[src/hw/arenaPkg.sv]
`default_nettype none

package arenaPkg;

    //////////////////////////////////////////////////////////////////////
    // shared types
    //////////////////////////////////////////////////////////////////////

    // pixel coordinate, arithmetic on it wraps at 1024
    typedef logic [9:0]  coordT;
    typedef logic [3:0]  tileCodeT;
    // red nibble on top, then green, then blue
    typedef logic [11:0] colourT;

    //////////////////////////////////////////////////////////////////////
    // screen and tile geometry
    //////////////////////////////////////////////////////////////////////

    // visible area limits, both checked inclusively
    localparam coordT screenWidth  = 10'd640;
    localparam coordT screenHeight = 10'd480;
    // 32 pixel tiles on a 20 by 15 grid
    localparam int    tileShift    = 5;
    localparam int    mapCols      = 20;
    localparam int    mapRows      = 15;
    // sprite box spans position to position + tankSize inclusive
    localparam coordT tankSize     = 10'd30;
    // far collision corner sits this far from the position
    localparam coordT cornerReach  = 10'd20;
    // positions where the tank jumps to the opposite edge
    localparam coordT wrapLimitX   = screenWidth - tankSize;
    localparam coordT wrapLimitY   = screenHeight - tankSize;

    //////////////////////////////////////////////////////////////////////
    // tile codes and colours
    //////////////////////////////////////////////////////////////////////

    localparam tileCodeT codeWater = 4'd0;
    localparam tileCodeT codeWall  = 4'd1;
    localparam tileCodeT codeBrick = 4'd2;
    localparam tileCodeT codeSand  = 4'd3;

    localparam colourT waterColour   = 12'h00F;
    localparam colourT wallColour    = 12'h444;
    localparam colourT brickColour   = 12'hF00;
    localparam colourT sandColour    = 12'hFF0;
    localparam colourT unknownColour = 12'h888;
    localparam colourT outsideColour = 12'h222;
    localparam colourT blankColour   = 12'h000;

    // tank sprite colours and shape bounds in sprite coordinates
    localparam colourT treadColour  = 12'h555;
    localparam colourT barrelColour = 12'hFFF;
    localparam colourT bodyColour   = 12'h0C0;
    localparam coordT  treadInner   = 10'd5;
    localparam coordT  treadOuter   = 10'd25;
    localparam coordT  barrelLeft   = 10'd13;
    localparam coordT  barrelRight  = 10'd17;
    localparam coordT  barrelLength = 10'd12;

    //////////////////////////////////////////////////////////////////////
    // arena layout
    //////////////////////////////////////////////////////////////////////

    // one hex digit per tile, leftmost digit is column 0
    typedef logic [0:mapCols-1][3:0] mapRowT;

    // water border all round, brick and sand inside
    localparam mapRowT tileArenaMap [0:mapRows-1] = '{
        80'h00000000000000000000,
        80'h02323223233232232320,
        80'h03323333233233332330,
        80'h02222223233232222220,
        80'h03323333233233332330,
        80'h02323223222232232330,
        80'h03333333333333333330,
        80'h02222232222223222220,
        80'h03333333333333333330,
        80'h02323223222232232320,
        80'h03323333233233332330,
        80'h02222223233232222220,
        80'h03323333233233332330,
        80'h02323223233232232320,
        80'h00000000000000000000
    };

    // tile column and row that hold a coordinate, folded onto the map
    function automatic logic [4:0] tileColOf(input coordT a);
        return 5'((a >> tileShift) % mapCols);
    endfunction

    function automatic logic [3:0] tileRowOf(input coordT a);
        return 4'((a >> tileShift) % mapRows);
    endfunction

endpackage

`default_nettype wire
[src/hw/tankArena.sv]
`default_nettype none

module tankArena
(
    input  logic            Master_Clock_In,
    input  logic            rstN,
    input  logic            dispEna,
    input  arenaPkg::coordT pixelX,
    input  arenaPkg::coordT pixelY,
    input  logic            up,
    input  logic            down,
    input  logic            left,
    input  logic            right,
    output logic [3:0]      red,
    output logic [3:0]      green,
    output logic [3:0]      blue
);

    // tank position, updated at frame end, read by the renderer
    arenaPkg::coordT posX;
    arenaPkg::coordT posY;

    //////////////////////////////////////////////////////////////////////
    // motion and drawing
    //////////////////////////////////////////////////////////////////////

    tankMotion u_motion
    (
        .Master_Clock_In (Master_Clock_In),
        .rstN            (rstN),
        .dispEna         (dispEna),
        .up              (up),
        .down            (down),
        .left            (left),
        .right           (right),
        .pixelX          (pixelX),
        .pixelY          (pixelY),
        .posX            (posX),
        .posY            (posY)
    );

    // buttons also pick the sprite orientation
    arenaRenderer u_renderer
    (
        .Master_Clock_In (Master_Clock_In),
        .rstN            (rstN),
        .dispEna         (dispEna),
        .up              (up),
        .down            (down),
        .left            (left),
        .right           (right),
        .pixelX          (pixelX),
        .pixelY          (pixelY),
        .posX            (posX),
        .posY            (posY),
        .red             (red),
        .green           (green),
        .blue            (blue)
    );

endmodule

`default_nettype wire

[src/hw/arenaRenderer.sv]
`default_nettype none

module arenaRenderer
(
    input  logic            Master_Clock_In,
    input  logic            rstN,
    input  logic            dispEna,
    input  logic            up,
    input  logic            down,
    input  logic            left,
    input  logic            right,
    input  arenaPkg::coordT pixelX,
    input  arenaPkg::coordT pixelY,
    input  arenaPkg::coordT posX,
    input  arenaPkg::coordT posY,
    output logic [3:0]      red,
    output logic [3:0]      green,
    output logic [3:0]      blue
);

    // pixel relative to the tank and the far box edges
    arenaPkg::coordT offsetX;
    arenaPkg::coordT offsetY;
    arenaPkg::coordT boxRight;
    arenaPkg::coordT boxBottom;
    logic inArea;
    logic inBox;

    // tile under the current pixel
    logic [4:0] pixCol;
    logic [3:0] pixRow;
    arenaPkg::tileCodeT pixCode;

    arenaPkg::colourT tileColour;
    arenaPkg::colourT tankColour;
    arenaPkg::colourT nextColour;
    arenaPkg::colourT colourQ;

    //////////////////////////////////////////////////////////////////////
    // area and tank box tests
    //////////////////////////////////////////////////////////////////////

    assign inArea    = (pixelX <= arenaPkg::screenWidth) && (pixelY <= arenaPkg::screenHeight);
    assign boxRight  = posX + arenaPkg::tankSize;
    assign boxBottom = posY + arenaPkg::tankSize;
    assign inBox     = (pixelX >= posX) && (pixelX <= boxRight)
                       && (pixelY >= posY) && (pixelY <= boxBottom);
    assign offsetX   = pixelX - posX;
    assign offsetY   = pixelY - posY;

    tankSprite u_sprite
    (
        .offsetX      (offsetX),
        .offsetY      (offsetY),
        .up           (up),
        .down         (down),
        .left         (left),
        .right        (right),
        .spriteColour (tankColour)
    );

    //////////////////////////////////////////////////////////////////////
    // map palette
    //////////////////////////////////////////////////////////////////////

    assign pixCol = arenaPkg::tileColOf(pixelX);
    assign pixRow = arenaPkg::tileRowOf(pixelY);

    tileMapRom u_pixelTile (.tileCol(pixCol), .tileRow(pixRow), .tileCode(pixCode));

    always_comb
    begin
        case (pixCode)
            arenaPkg::codeWater: tileColour = arenaPkg::waterColour;
            arenaPkg::codeWall:  tileColour = arenaPkg::wallColour;
            arenaPkg::codeBrick: tileColour = arenaPkg::brickColour;
            arenaPkg::codeSand:  tileColour = arenaPkg::sandColour;
            default:             tileColour = arenaPkg::unknownColour;
        endcase
    end

    // blanking beats area fill, area fill beats tank, tank beats map
    always_comb
    begin
        if (!dispEna)
        begin
            nextColour = arenaPkg::blankColour;
        end
        else if (!inArea)
        begin
            nextColour = arenaPkg::outsideColour;
        end
        else if (inBox)
        begin
            nextColour = tankColour;
        end
        else
        begin
            nextColour = tileColour;
        end
    end

    // one cycle from pixel to colour
    always_ff @(posedge Master_Clock_In)
    begin
        if (!rstN)
        begin
            colourQ <= arenaPkg::blankColour;
        end
        else
        begin
            colourQ <= nextColour;
        end
    end

    assign red   = colourQ[11:8];
    assign green = colourQ[7:4];
    assign blue  = colourQ[3:0];

endmodule

`default_nettype wire

[src/hw/tankMotion.sv]
`default_nettype none

module tankMotion
(
    input  logic            Master_Clock_In,
    input  logic            rstN,
    input  logic            dispEna,
    input  logic            up,
    input  logic            down,
    input  logic            left,
    input  logic            right,
    input  arenaPkg::coordT pixelX,
    input  arenaPkg::coordT pixelY,
    output arenaPkg::coordT posX,
    output arenaPkg::coordT posY
);

    logic frameEnd;

    // position after wrap, after button moves, and after push-back
    arenaPkg::coordT wrapX;
    arenaPkg::coordT wrapY;
    arenaPkg::coordT movedX;
    arenaPkg::coordT movedY;
    arenaPkg::coordT nextX;
    arenaPkg::coordT nextY;

    // far corner coordinates and the four corner tiles
    arenaPkg::coordT farX;
    arenaPkg::coordT farY;
    logic [4:0] nearCol;
    logic [4:0] farCol;
    logic [3:0] nearRow;
    logic [3:0] farRow;
    arenaPkg::tileCodeT code1;
    arenaPkg::tileCodeT code2;
    arenaPkg::tileCodeT code3;
    arenaPkg::tileCodeT code4;
    logic block1;
    logic block2;
    logic block3;
    logic block4;

    // wall and brick stop the tank, water and sand do not
    function automatic logic isBlocking(input arenaPkg::tileCodeT code);
        return (code == arenaPkg::codeWall) || (code == arenaPkg::codeBrick);
    endfunction

    // last pixel of the frame, only while the display is enabled
    assign frameEnd = dispEna && (pixelX == arenaPkg::screenWidth)
                      && (pixelY == arenaPkg::screenHeight);

    //////////////////////////////////////////////////////////////////////
    // edge wrap then button moves
    //////////////////////////////////////////////////////////////////////

    assign wrapY = (posY == '0) ? arenaPkg::wrapLimitY
                 : (posY == arenaPkg::wrapLimitY) ? '0 : posY;
    assign wrapX = (posX == '0) ? arenaPkg::wrapLimitX
                 : (posX == arenaPkg::wrapLimitX) ? '0 : posX;

    always_comb
    begin
        movedX = wrapX;
        movedY = wrapY;
        // each button adds its own single pixel step
        if (up)
        begin
            movedY = movedY - 10'd1;
        end
        if (down)
        begin
            movedY = movedY + 10'd1;
        end
        if (left)
        begin
            movedX = movedX - 10'd1;
        end
        if (right)
        begin
            movedX = movedX + 10'd1;
        end
    end

    //////////////////////////////////////////////////////////////////////
    // collision corners
    //////////////////////////////////////////////////////////////////////

    assign farX    = movedX + arenaPkg::cornerReach;
    assign farY    = movedY + arenaPkg::cornerReach;
    assign nearCol = arenaPkg::tileColOf(movedX);
    assign farCol  = arenaPkg::tileColOf(farX);
    assign nearRow = arenaPkg::tileRowOf(movedY);
    assign farRow  = arenaPkg::tileRowOf(farY);

    // c1 near/near, c2 far/near, c3 near/far, c4 far/far
    tileMapRom u_corner1 (.tileCol(nearCol), .tileRow(nearRow), .tileCode(code1));
    tileMapRom u_corner2 (.tileCol(farCol),  .tileRow(nearRow), .tileCode(code2));
    tileMapRom u_corner3 (.tileCol(nearCol), .tileRow(farRow),  .tileCode(code3));
    tileMapRom u_corner4 (.tileCol(farCol),  .tileRow(farRow),  .tileCode(code4));

    assign block1 = isBlocking(code1);
    assign block2 = isBlocking(code2);
    assign block3 = isBlocking(code3);
    assign block4 = isBlocking(code4);

    // one push-back step, first matching edge wins
    always_comb
    begin
        nextX = movedX;
        nextY = movedY;
        if (block1 || block2)
        begin
            nextY = movedY - 10'd1;
        end
        else if (block1 || block3)
        begin
            nextX = movedX + 10'd1;
        end
        else if (block3 || block4)
        begin
            nextY = movedY + 10'd1;
        end
        else if (block2 || block4)
        begin
            nextX = movedX - 10'd1;
        end
    end

    // position only changes on the frame-end cycle
    always_ff @(posedge Master_Clock_In)
    begin
        if (!rstN)
        begin
            posX <= '0;
            posY <= '0;
        end
        else if (frameEnd)
        begin
            posX <= nextX;
            posY <= nextY;
        end
    end

endmodule

`default_nettype wire

[src/hw/tankSprite.sv]
`default_nettype none

module tankSprite
(
    input  arenaPkg::coordT  offsetX,
    input  arenaPkg::coordT  offsetY,
    input  logic             up,
    input  logic             down,
    input  logic             left,
    input  logic             right,
    output arenaPkg::colourT spriteColour
);

    // sprite coordinates after turning for the pressed direction
    arenaPkg::coordT sx;
    arenaPkg::coordT sy;

    // flips a box offset end for end, 0 and 30 both land on 30
    function automatic arenaPkg::coordT mirrored(input arenaPkg::coordT a);
        return arenaPkg::tankSize - (a % arenaPkg::tankSize);
    endfunction

    //////////////////////////////////////////////////////////////////////
    // orientation
    //////////////////////////////////////////////////////////////////////

    // the up sprite has the barrel at small sy, so up and no press
    // share the plain mapping
    always_comb
    begin
        if (down)
        begin
            sx = mirrored(offsetX);
            sy = mirrored(offsetY);
        end
        else if (left)
        begin
            // axes swapped, barrel toward small x
            sx = offsetY;
            sy = offsetX;
        end
        else if (right)
        begin
            sx = mirrored(offsetY);
            sy = mirrored(offsetX);
        end
        else
        begin
            // up is the plain mapping, covers no press as well
            sx = offsetX;
            sy = offsetY;
        end
    end

    //////////////////////////////////////////////////////////////////////
    // shape
    //////////////////////////////////////////////////////////////////////

    always_comb
    begin
        // treads down both sides
        if ((sx <= arenaPkg::treadInner) || (sx >= arenaPkg::treadOuter))
        begin
            spriteColour = arenaPkg::treadColour;
        end
        // barrel runs from the front edge to the middle
        else if ((sx >= arenaPkg::barrelLeft) && (sx <= arenaPkg::barrelRight)
                 && (sy <= arenaPkg::barrelLength))
        begin
            spriteColour = arenaPkg::barrelColour;
        end
        else
        begin
            spriteColour = arenaPkg::bodyColour;
        end
    end

endmodule

`default_nettype wire

[src/hw/tileMapRom.sv]
`default_nettype none

module tileMapRom
(
    input  logic [4:0]         tileCol,
    input  logic [3:0]         tileRow,
    output arenaPkg::tileCodeT tileCode
);

    //////////////////////////////////////////////////////////////////////
    // index checks
    //////////////////////////////////////////////////////////////////////

    // 5 bit column reaches 31 and 4 bit row reaches 15,
    // both past the edge of the map
    logic colInRange;
    logic rowInRange;

    // whole row of codes picked by the tile row
    arenaPkg::mapRowT rowData;

    assign colInRange = (tileCol < 5'(arenaPkg::mapCols));
    assign rowInRange = (tileRow < 4'(arenaPkg::mapRows));

    //////////////////////////////////////////////////////////////////////
    // row fetch
    //////////////////////////////////////////////////////////////////////

    always_comb
    begin
        // rows past the bottom read as water
        rowData = '0;
        if (rowInRange)
        begin
            rowData = arenaPkg::tileArenaMap[tileRow];
        end
    end

    //////////////////////////////////////////////////////////////////////
    // column select
    //////////////////////////////////////////////////////////////////////

    always_comb
    begin
        // default is code 0, same as the border
        tileCode = arenaPkg::codeWater;
        if (colInRange)
        begin
            // nibble for this column, first nibble is the leftmost tile
            tileCode = rowData[tileCol];
        end
    end

endmodule

`default_nettype wire

[config.mk]
export PLATFORM = sky130hd
export DESIGN_NAME = tankArena
export DESIGN_NICKNAME = d
export VERILOG_FILES = /design/src/hw/arenaPkg.sv /design/src/hw/tankArena.sv /design/src/hw/arenaRenderer.sv /design/src/hw/tankMotion.sv /design/src/hw/tankSprite.sv /design/src/hw/tileMapRom.sv
export SDC_FILE = /design/constraint.sdc
export NUM_CORES = 1
export LEC_CHECK = 0
export ABC_AREA = 0
export BUFFER_PORTS_ARGS = -buffer_cell sky130_fd_sc_hd__buf_2
export CAP_MARGIN = 40
export CORE_MARGIN = 2
export CORE_UTILIZATION = 50
export CTS_CLUSTER_DIAMETER = 60
export CTS_CLUSTER_SIZE = 25
export DETAILED_ROUTE_END_ITERATION = 12
export PLACE_DENSITY = 0.66
export SLEW_MARGIN = 5
export SYNTH_ARGS = -nofsm -noshare
export SYNTH_HDL_FRONTEND = slang
export SYNTH_HIERARCHICAL = 1
export SYNTH_SLANG_ARGS = --single-unit
[constraint.sdc]
create_clock -name Master_Clock_In -period 11.46 [get_ports Master_Clock_In]
set_input_delay 1.719 -clock Master_Clock_In [delete_from_list [all_inputs] [get_ports Master_Clock_In]]
set_output_delay 1.719 -clock Master_Clock_In [all_outputs]
set_load 0.02 [all_outputs]
### After elaboration in Yosys (flattened, before gate mapping)

Memories as Yosys holds them, arrays and structs flattened.
Cells that the tools add are included.

* add/subtract/negate cells: 16
* multipliers: 0
* div/mod/pow operators: 8
* magnitude comparators: 23
* eq/ne operators: 15
* shift operators: 0
* multiplexer cells: 55
* bitwise logic cells: 6
* reduce and logical (&&, ||, !) cells: 22

Operator list (number)
* two-way mux 80 bit: 9
* two-way mux 10 bit: 22
* binary-select mux 4 bit (select 5 bit): 5
* remainder unit 5 x 4 -> 32 bit (second input constant): 3
* remainder unit 5 x 5 -> 32 bit (second input constant): 3
* two-way mux 4 bit: 15
* case mux 12 bit (4 select lines): 1
* adder 10 x 1 -> 10 bit (second input constant): 4
* adder 10 x 5 -> 10 bit (second input constant): 4
* subtractor 10 x 1 -> 10 bit (second input constant): 4
* two-way mux 12 bit: 3
* equality test 4 x 2 -> 1 bit (second input constant): 6
* equality test 10 bit (second input constant): 2
* equality test 10 x 9 -> 1 bit (second input constant): 2
* equality test 4 x 1 -> 1 bit (second input constant): 5
* greater-or-equal comparator 10 bit: 2
* <= comparator 10 bit: 2
* logical NOT 10 bit: 2
* remainder unit 10 x 5 -> 10 bit (second input constant): 2
* subtractor 10 bit: 2
* subtractor 5 x 10 -> 10 bit (first input constant): 2
* greater-or-equal comparator 6 bit (second input constant): 3
* inverter 5 -> 6 bit: 3
* greater-or-equal comparator 5 bit (second input constant): 3
* other kinds (15): 36

* flip-flop bits (word level): 32
* bits in latches: 0
* memory bits (writable): 0
* bits in read-only memories: 3840
* bits of input ports: 27
* output and inout bits: 12
* word-level logic and storage cells: 152
* memories kept: 3

Memory list
* (name not given): words 16, bits a word 80, rd ports 1, clocked after memory_dff 0, wr ports 0, line tileMapRom.sv:35 `rowData = arenaPkg::tileArenaMap[tileRow];`
* (name not given): words 16, bits a word 80, rd ports 1, clocked after memory_dff 0, wr ports 0, line tileMapRom.sv:35
* (name not given): words 16, bits a word 80, rd ports 1, clocked after memory_dff 0, wr ports 0, line tileMapRom.sv:35

### Logic depth before layout (Yosys ltp)

* depth after elaboration: 25
* mapped depth: 44
* gate-level depth less buffers: 41

### Hierarchy

The synthesis kept the hierarchy.

Modules (own cells, without submodules)
* tankMotion: instances 1, cells each 509, area an instance 3704.8 µm²
* tileMapRom: instances 5, cells each 77, area an instance 543.0 µm²
* tankSprite: instances 1, cells each 386, area an instance 2688.8 µm²
* arenaRenderer: instances 1, cells each 304, area an instance 2377.3 µm²

### Worst setup path after synthesis

No wires, ideal clock.

* kind: input to register
* from: input up
* to: register u_motion.posY[7]
* library setup time: 0.086 ns
* arrival: 9.150 ns
* data required time: 11.374 ns
* slack: 2.224 ns
* stages: 36
* cell sequence: buf_2 > nor2b_1 > a221oi_1 > ha_1 > nand2_1 > xnor2_1 > nor3_1 > mux2_2 > a211oi_1 > nor2_1 > xnor2_1 > ha_1 > or2_1 > nand3_1 > a32o_1 > ha_1 > inv_1 > o41ai_4 > xor2_1 > inv_1 > ha_1 > nor2b_1 > o32ai_1 > o32ai_1 > nor4_1 > a311oi_2 > xnor2_1 > nor3_1 > nor2_1 > nand2_1 > nor3_1 > nand3_1 > o31ai_1 > o21ai_0 > xnor2_1 > a211oi_1

* cells in the longest elaborated chain, start to end: 20
* elaborated cells on any way between the ends: 54
* classes of those cells: add/sub (4); div (2); order compare (2); eq/ne (8); mux (27); bitwise (2); reduce/logical (7); memory (2)

Ends and longest elaborated chain
* start: declaration: line tankArena.sv:10 `input logic up,`
* two-way mux 10 bit (*): line tankMotion.sv:67 `if (up)`
* adder 10 x 1 -> 10 bit: line tankMotion.sv:73 `movedY = movedY + 10'd1;`
* two-way mux 10 bit (*): line tankMotion.sv:71 `if (down)`
* adder 10 x 5 -> 10 bit (*): line tankMotion.sv:90 `assign farY = movedY + arenaPkg::cornerReach;`
* remainder unit 5 x 4 -> 32 bit (*): line arenaPkg.sv:93 `return 4'((a >> tileShift) % mapRows);`
* net u_motion.farRow[0]: line tankMotion.sv:34 `logic [3:0] farRow;`
* inverter 4 -> 5 bit (not written as such): line tileMapRom.sv:35
* memory read (16 x 80 bit)
* [... 6 more ...]
* two-way mux 4 bit (*): line tileMapRom.sv:47 `if (colInRange)`
* net u_motion.code3[0]: line tankMotion.sv:37 `arenaPkg::tileCodeT code3;`
* equality test 4 x 1 -> 1 bit / equality test 4 x 2 -> 1 bit (equally long branches): line tankMotion.sv:46 `return (code == arenaPkg::codeWall) || (code == arenaPkg::codeBrick);`
* logical OR 1 bit (*): line tankMotion.sv:46
* logical OR 1 bit: line tankMotion.sv:120 `else if (block3 || block4)`
* two-way mux 10 bit: line tankMotion.sv:120
* two-way mux 10 bit (*): line tankMotion.sv:116 `else if (block1 || block3)`
* two-way mux 10 bit (*): line tankMotion.sv:112 `if (block1 || block2)`
* end signal: assignment: line tankMotion.sv:141 `posY <= nextY;`
* end: declaration: line tankMotion.sv:15 `output arenaPkg::coordT posY`

Mark *: on every way through the listed nets, which the timed path passes. The rest lies on a longest branch. The select of a mux whose other input is x is not followed.
A chain may end at the register's enable or synchronous reset.

### Worst setup path after layout

* from: register u_motion.posY[7]
* to: register u_motion.posY[7]

* cells in the longest elaborated chain, start to end: 24
* elaborated cells on any way between the ends: 59
* classes of those cells: add/sub (5); div (2); order compare (2); eq/ne (9); mux (29); bitwise (2); reduce/logical (8); memory (2)

Ends and longest elaborated chain
* equality test 10 x 9 -> 1 bit: line tankMotion.sv:58 `: (posY == arenaPkg::wrapLimitY) ? '0 : posY;`
* two-way mux 10 bit: line tankMotion.sv:58
* two-way mux 10 bit (*): line tankMotion.sv:57 `assign wrapY = (posY == '0) ? arenaPkg::wrapLimitY`
* subtractor 10 x 1 -> 10 bit: line tankMotion.sv:69 `movedY = movedY - 10'd1;`
* two-way mux 10 bit (*): line tankMotion.sv:67
* adder 10 x 1 -> 10 bit: line tankMotion.sv:73
* two-way mux 10 bit (*): line tankMotion.sv:71
* adder 10 x 5 -> 10 bit (*): line tankMotion.sv:90
* [... 1 more ...]
* net u_motion.farRow[0]: line tankMotion.sv:34
* [... 8 more ...]
* two-way mux 4 bit (*): line tileMapRom.sv:47
* net u_motion.code3[0]: line tankMotion.sv:37
* equality test 4 x 1 -> 1 bit / equality test 4 x 2 -> 1 bit (equally long branches): line tankMotion.sv:46
* logical OR 1 bit (*): line tankMotion.sv:46
* logical OR 1 bit: line tankMotion.sv:120
* two-way mux 10 bit: line tankMotion.sv:120
* two-way mux 10 bit (*): line tankMotion.sv:116
* two-way mux 10 bit (*): line tankMotion.sv:112

Marks and branches as above.

==> out/results.ini <==
[drt]
avgRoutedWirePerCell_um = 16.5
routed-wl-met2_um = 14600
ant_nets = 0
drt_iter0_markers = 864
drt-met1-wl_um = 14300
via_count = 11800
wirelength_um = 30600
highest_layer = met4
routed_via_density = 6.38
first_pass_iters = 5
drc = 0
wl_met3_um = 1150

[worst_setup_path]
startpoint_type = flop
worstSetupPathType = reg -> reg
cpMostUsedCell = ha_1
path_delay_family = compound AO/OA/AOI/OAI gates
crit_required_ps = 11650
crit_path_end_kind = flop
worstPathArrival_ps = 10310
path_buf_inv = 3
cp_max_fo = 14
critPathSlowestCell = dfxtp_1
max_stage_delay_ps = 640

[sta]
tightest_slew_ps = 964
slew_headroom_pct = 35.7
skew_ps = 5.36
fmax_mhz = 98.8
slew_viol_final = 0
setup_tns_ps = 0
period_share_pct = 88.4
rsz0062_at_grt = false
final.min_clock_period_ps = 10130
hold_violations = 0
setup_violations = 0
timing.hold.ws_ps = 660

[grt]
track_usage_pct = 24.7
grt_overflow_total = 0
grt_pass1_vias = 10600
grt_max_degree = 32
antenna_found_initial = 0
grt_pass1_wl_um = 51400

[yosys]
yosysUniqueCellTypes = 126
yosys_warnings = 6
ys_ff_latch = 32
synth_edf_count = 0
syn_area_sq_mm = 0.0115
post_synth_inst_count = 1584
syn_area_per_cell_sq_um = 7.25
synth-async-reset-ratio_pct = 0
synth_flop_cell = dfxtp_1
seq_area_frac_synth_pct = 5.58

[finish]
layout.cells.non_filler = 1848
final_util_pct = 52.9
antennaDiodeCount = 0
nets = 1688
fillCellCount = 2204
area_growth_pct = 3.91
drive_gt1_share_pct = 13.7

[power]
pwr-share-seq_pct = 15.2
p_per_area_mw_per_mm2 = 62.4
clkPwrFrac_pct = 17.3
switching_share_pct = 48.4
power_frac_comb_pct = 67.5
irDropWorstVdd_mv = 0.0482
cellLeakagePower_nw = 4.48
p_int_mw = 0.384
p_sw_mw = 0.361

[clocking]
cts_resized = 0
cts.sinks = 32
cts_tree = yes
ctsHoldBuffers = 0
clkLatencyLatePin_ps = 280
cts_buffer_depth = 2
htreeDepth = 2
cts_root_buffer = clkbuf_16
post_cts_buffers = 0
cts-buffers-inserted = 5
clkTransAtPathRegs_ps = 60

[floorplan]
die_h_um = 156
die_x_um = 156
ios = 39
die_area_sq_mm = 0.0242
core_area_sq_mm = 0.0226
start_util_pct = 50.9
rows = 55

[place]
gp_congestion = 0.929
hpwl_um = 23800
portBuffers = 38
dp_cells = 1840

[min_path]
hold_path_class = reg -> reg

[status]
outcome = finished, final reports clean

[flow_run]
drv_cap = 0

-- cells by family after synthesis --
| kind of cell | after synthesis | synth area share, % |
|---|---|---|
| other cells | 6 | 0.196 |
| simple gates | 604 | 28.9 |
| buf+inv | 200 | 8.19 |
| fa+ha+maj | 101 | 11.2 |
| flops | 32 | 5.58 |
| xor+xnor | 122 | 9.56 |
| compound gates | 477 | 32.0 |
| mux | 42 | 4.30 |
-- Yosys cell counts (8+ instances only) --
cell type    n  area [sq um]
or3_1       13          81.3
nand4_1     19           119
clkbuf_1    41           154
or3b_2      10          87.6
o311ai_0    10          87.6
o21a_1      12          90.1
dfxtp_1     32           641
o21ai_1     17          85.1
nor2b_1     23           144
nand2_1    106           398
a211oi_1    41           308
ha_1        95          1190
a21o_1      17           128
inv_1       99           372
o211ai_1    20           150
xor2_1      37           324
xnor2_1     81           709
and2_1      14          87.6
nand3_1     41           205
a22oi_1      8          60.1
mux2i_1     31           310
buf_2       21           105
nand3b_1    10          75.1
nand2b_1    14          87.6
nor2_1     138           518
and3_1      18           113
o32ai_1     15           131
or2_2       11          68.8
o21ai_0     71           355
a21oi_1     76           380
o22ai_1     24           150
nor3b_1     13          97.6
o31ai_1     11          82.6
nor3_1      73           365
a31oi_1      9          56.3
nor4_1      28           175
a32oi_1      9          78.8
and3b_1     12           105
buf_4       27           203
-- area by class of cell --
class / instances / area (sq um) / share of cell area [%]
clock buffer: 5 / 125 / 1.05
clock inverter: 3 / 18.8 / 0.157
inverter: 100 / 375 / 3.14
multi-input combinational: 1357 / 10000 / 83.8
sequential: 32 / 641 / 5.37
tap: 285 / 357 / 2.99
timing repair buffer: 66 / 419 / 3.51
-- worst paths after layout --
path	cells past startpoint	startpoint	slack, ps	to
worst max-delay path	39	u_motion/posY[7]$_SDFFE_PN0P_	1330	u_motion/posY[7]$_SDFFE_PN0P_
worst min-delay path	2	u_motion/posY[9]$_SDFFE_PN0P_	660	u_motion/posY[9]$_SDFFE_PN0P_
worst max register to register	39	u_motion/posY[7]$_SDFFE_PN0P_	1330	u_motion/posY[7]$_SDFFE_PN0P_
worst min register to register	2	u_motion/posY[9]$_SDFFE_PN0P_	660	u_motion/posY[9]$_SDFFE_PN0P_
-- layout by cell type, fill, tap and decap left out, types with 17 or more instances in the layout --
cell and count:
o21ai_0 71, xor2_1 36, mux2i_1 30, o22ai_1 24
o21ai_1 17, ha_1 95, and3_1 18, o211ai_1 20
a211oi_1 41, buf_4 24, nor2_1 138, nor4_1 28
inv_1 99, nor2b_1 23, nand2_1 106, xnor2_1 77
a21o_1 17, nor3_1 72, a21oi_1 75, dfxtp_1 32
nand4_1 19, buf_2 38, nand3_1 41
-- flip-flops by register name, summed over array words and instances (netlist names) --
signal              count
u_renderer/colourQ     12
u_motion/posX          10
u_motion/posY          10
-- power groups by stage --
stage | clock [mW] | sequential (mW) | combinational, mW
2_1_floorplan | 0 | 0.117 | 0.407
3_3_place_gp | 0 | 0.115 | 0.485
3_5_place_dp | 0 | 0.115 | 0.492
4_1_cts | 0.131 | 0.113 | 0.494
5_1_grt | 0.137 | 0.113 | 0.555
6_report | 0.129 | 0.113 | 0.503
-- metrics by stage --
step | setup slack, ps | total power [mW] | area, sq um
floorplan | 2220 | 0.524 | 11500
global placement | 1310 | 0.601 | 11700
detailed placement | 1450 | 0.607 | 11800
CTS | 1480 | 0.738 | 11900
global route | 331 | 0.805 | 11900
finish | 1330 | 0.745 | 11900
-- layer usage --
metal | vias to the layer above | GRT usage, %
li1 | 5895 | -
met4 | 0 | 5.02
met3 | 40 | 1.50
met5 | - | 0
met1 | 5545 | 33.2
met2 | 314 | 43.6
-- worst reg2reg max path: cells and delay by family (launching register included) --
kind	cells	cell delay, ps
XOR/XNOR	5	1450
adder cells (fa/ha/maj)	5	1200
AND/OR/NAND/NOR	13	2570
flip-flops	1	640
multiplexers	1	310
buffers and inverters	3	450
AO/OA/AOI/OAI	12	3430
No activity file was read; power rests on OpenSTA's default activity.
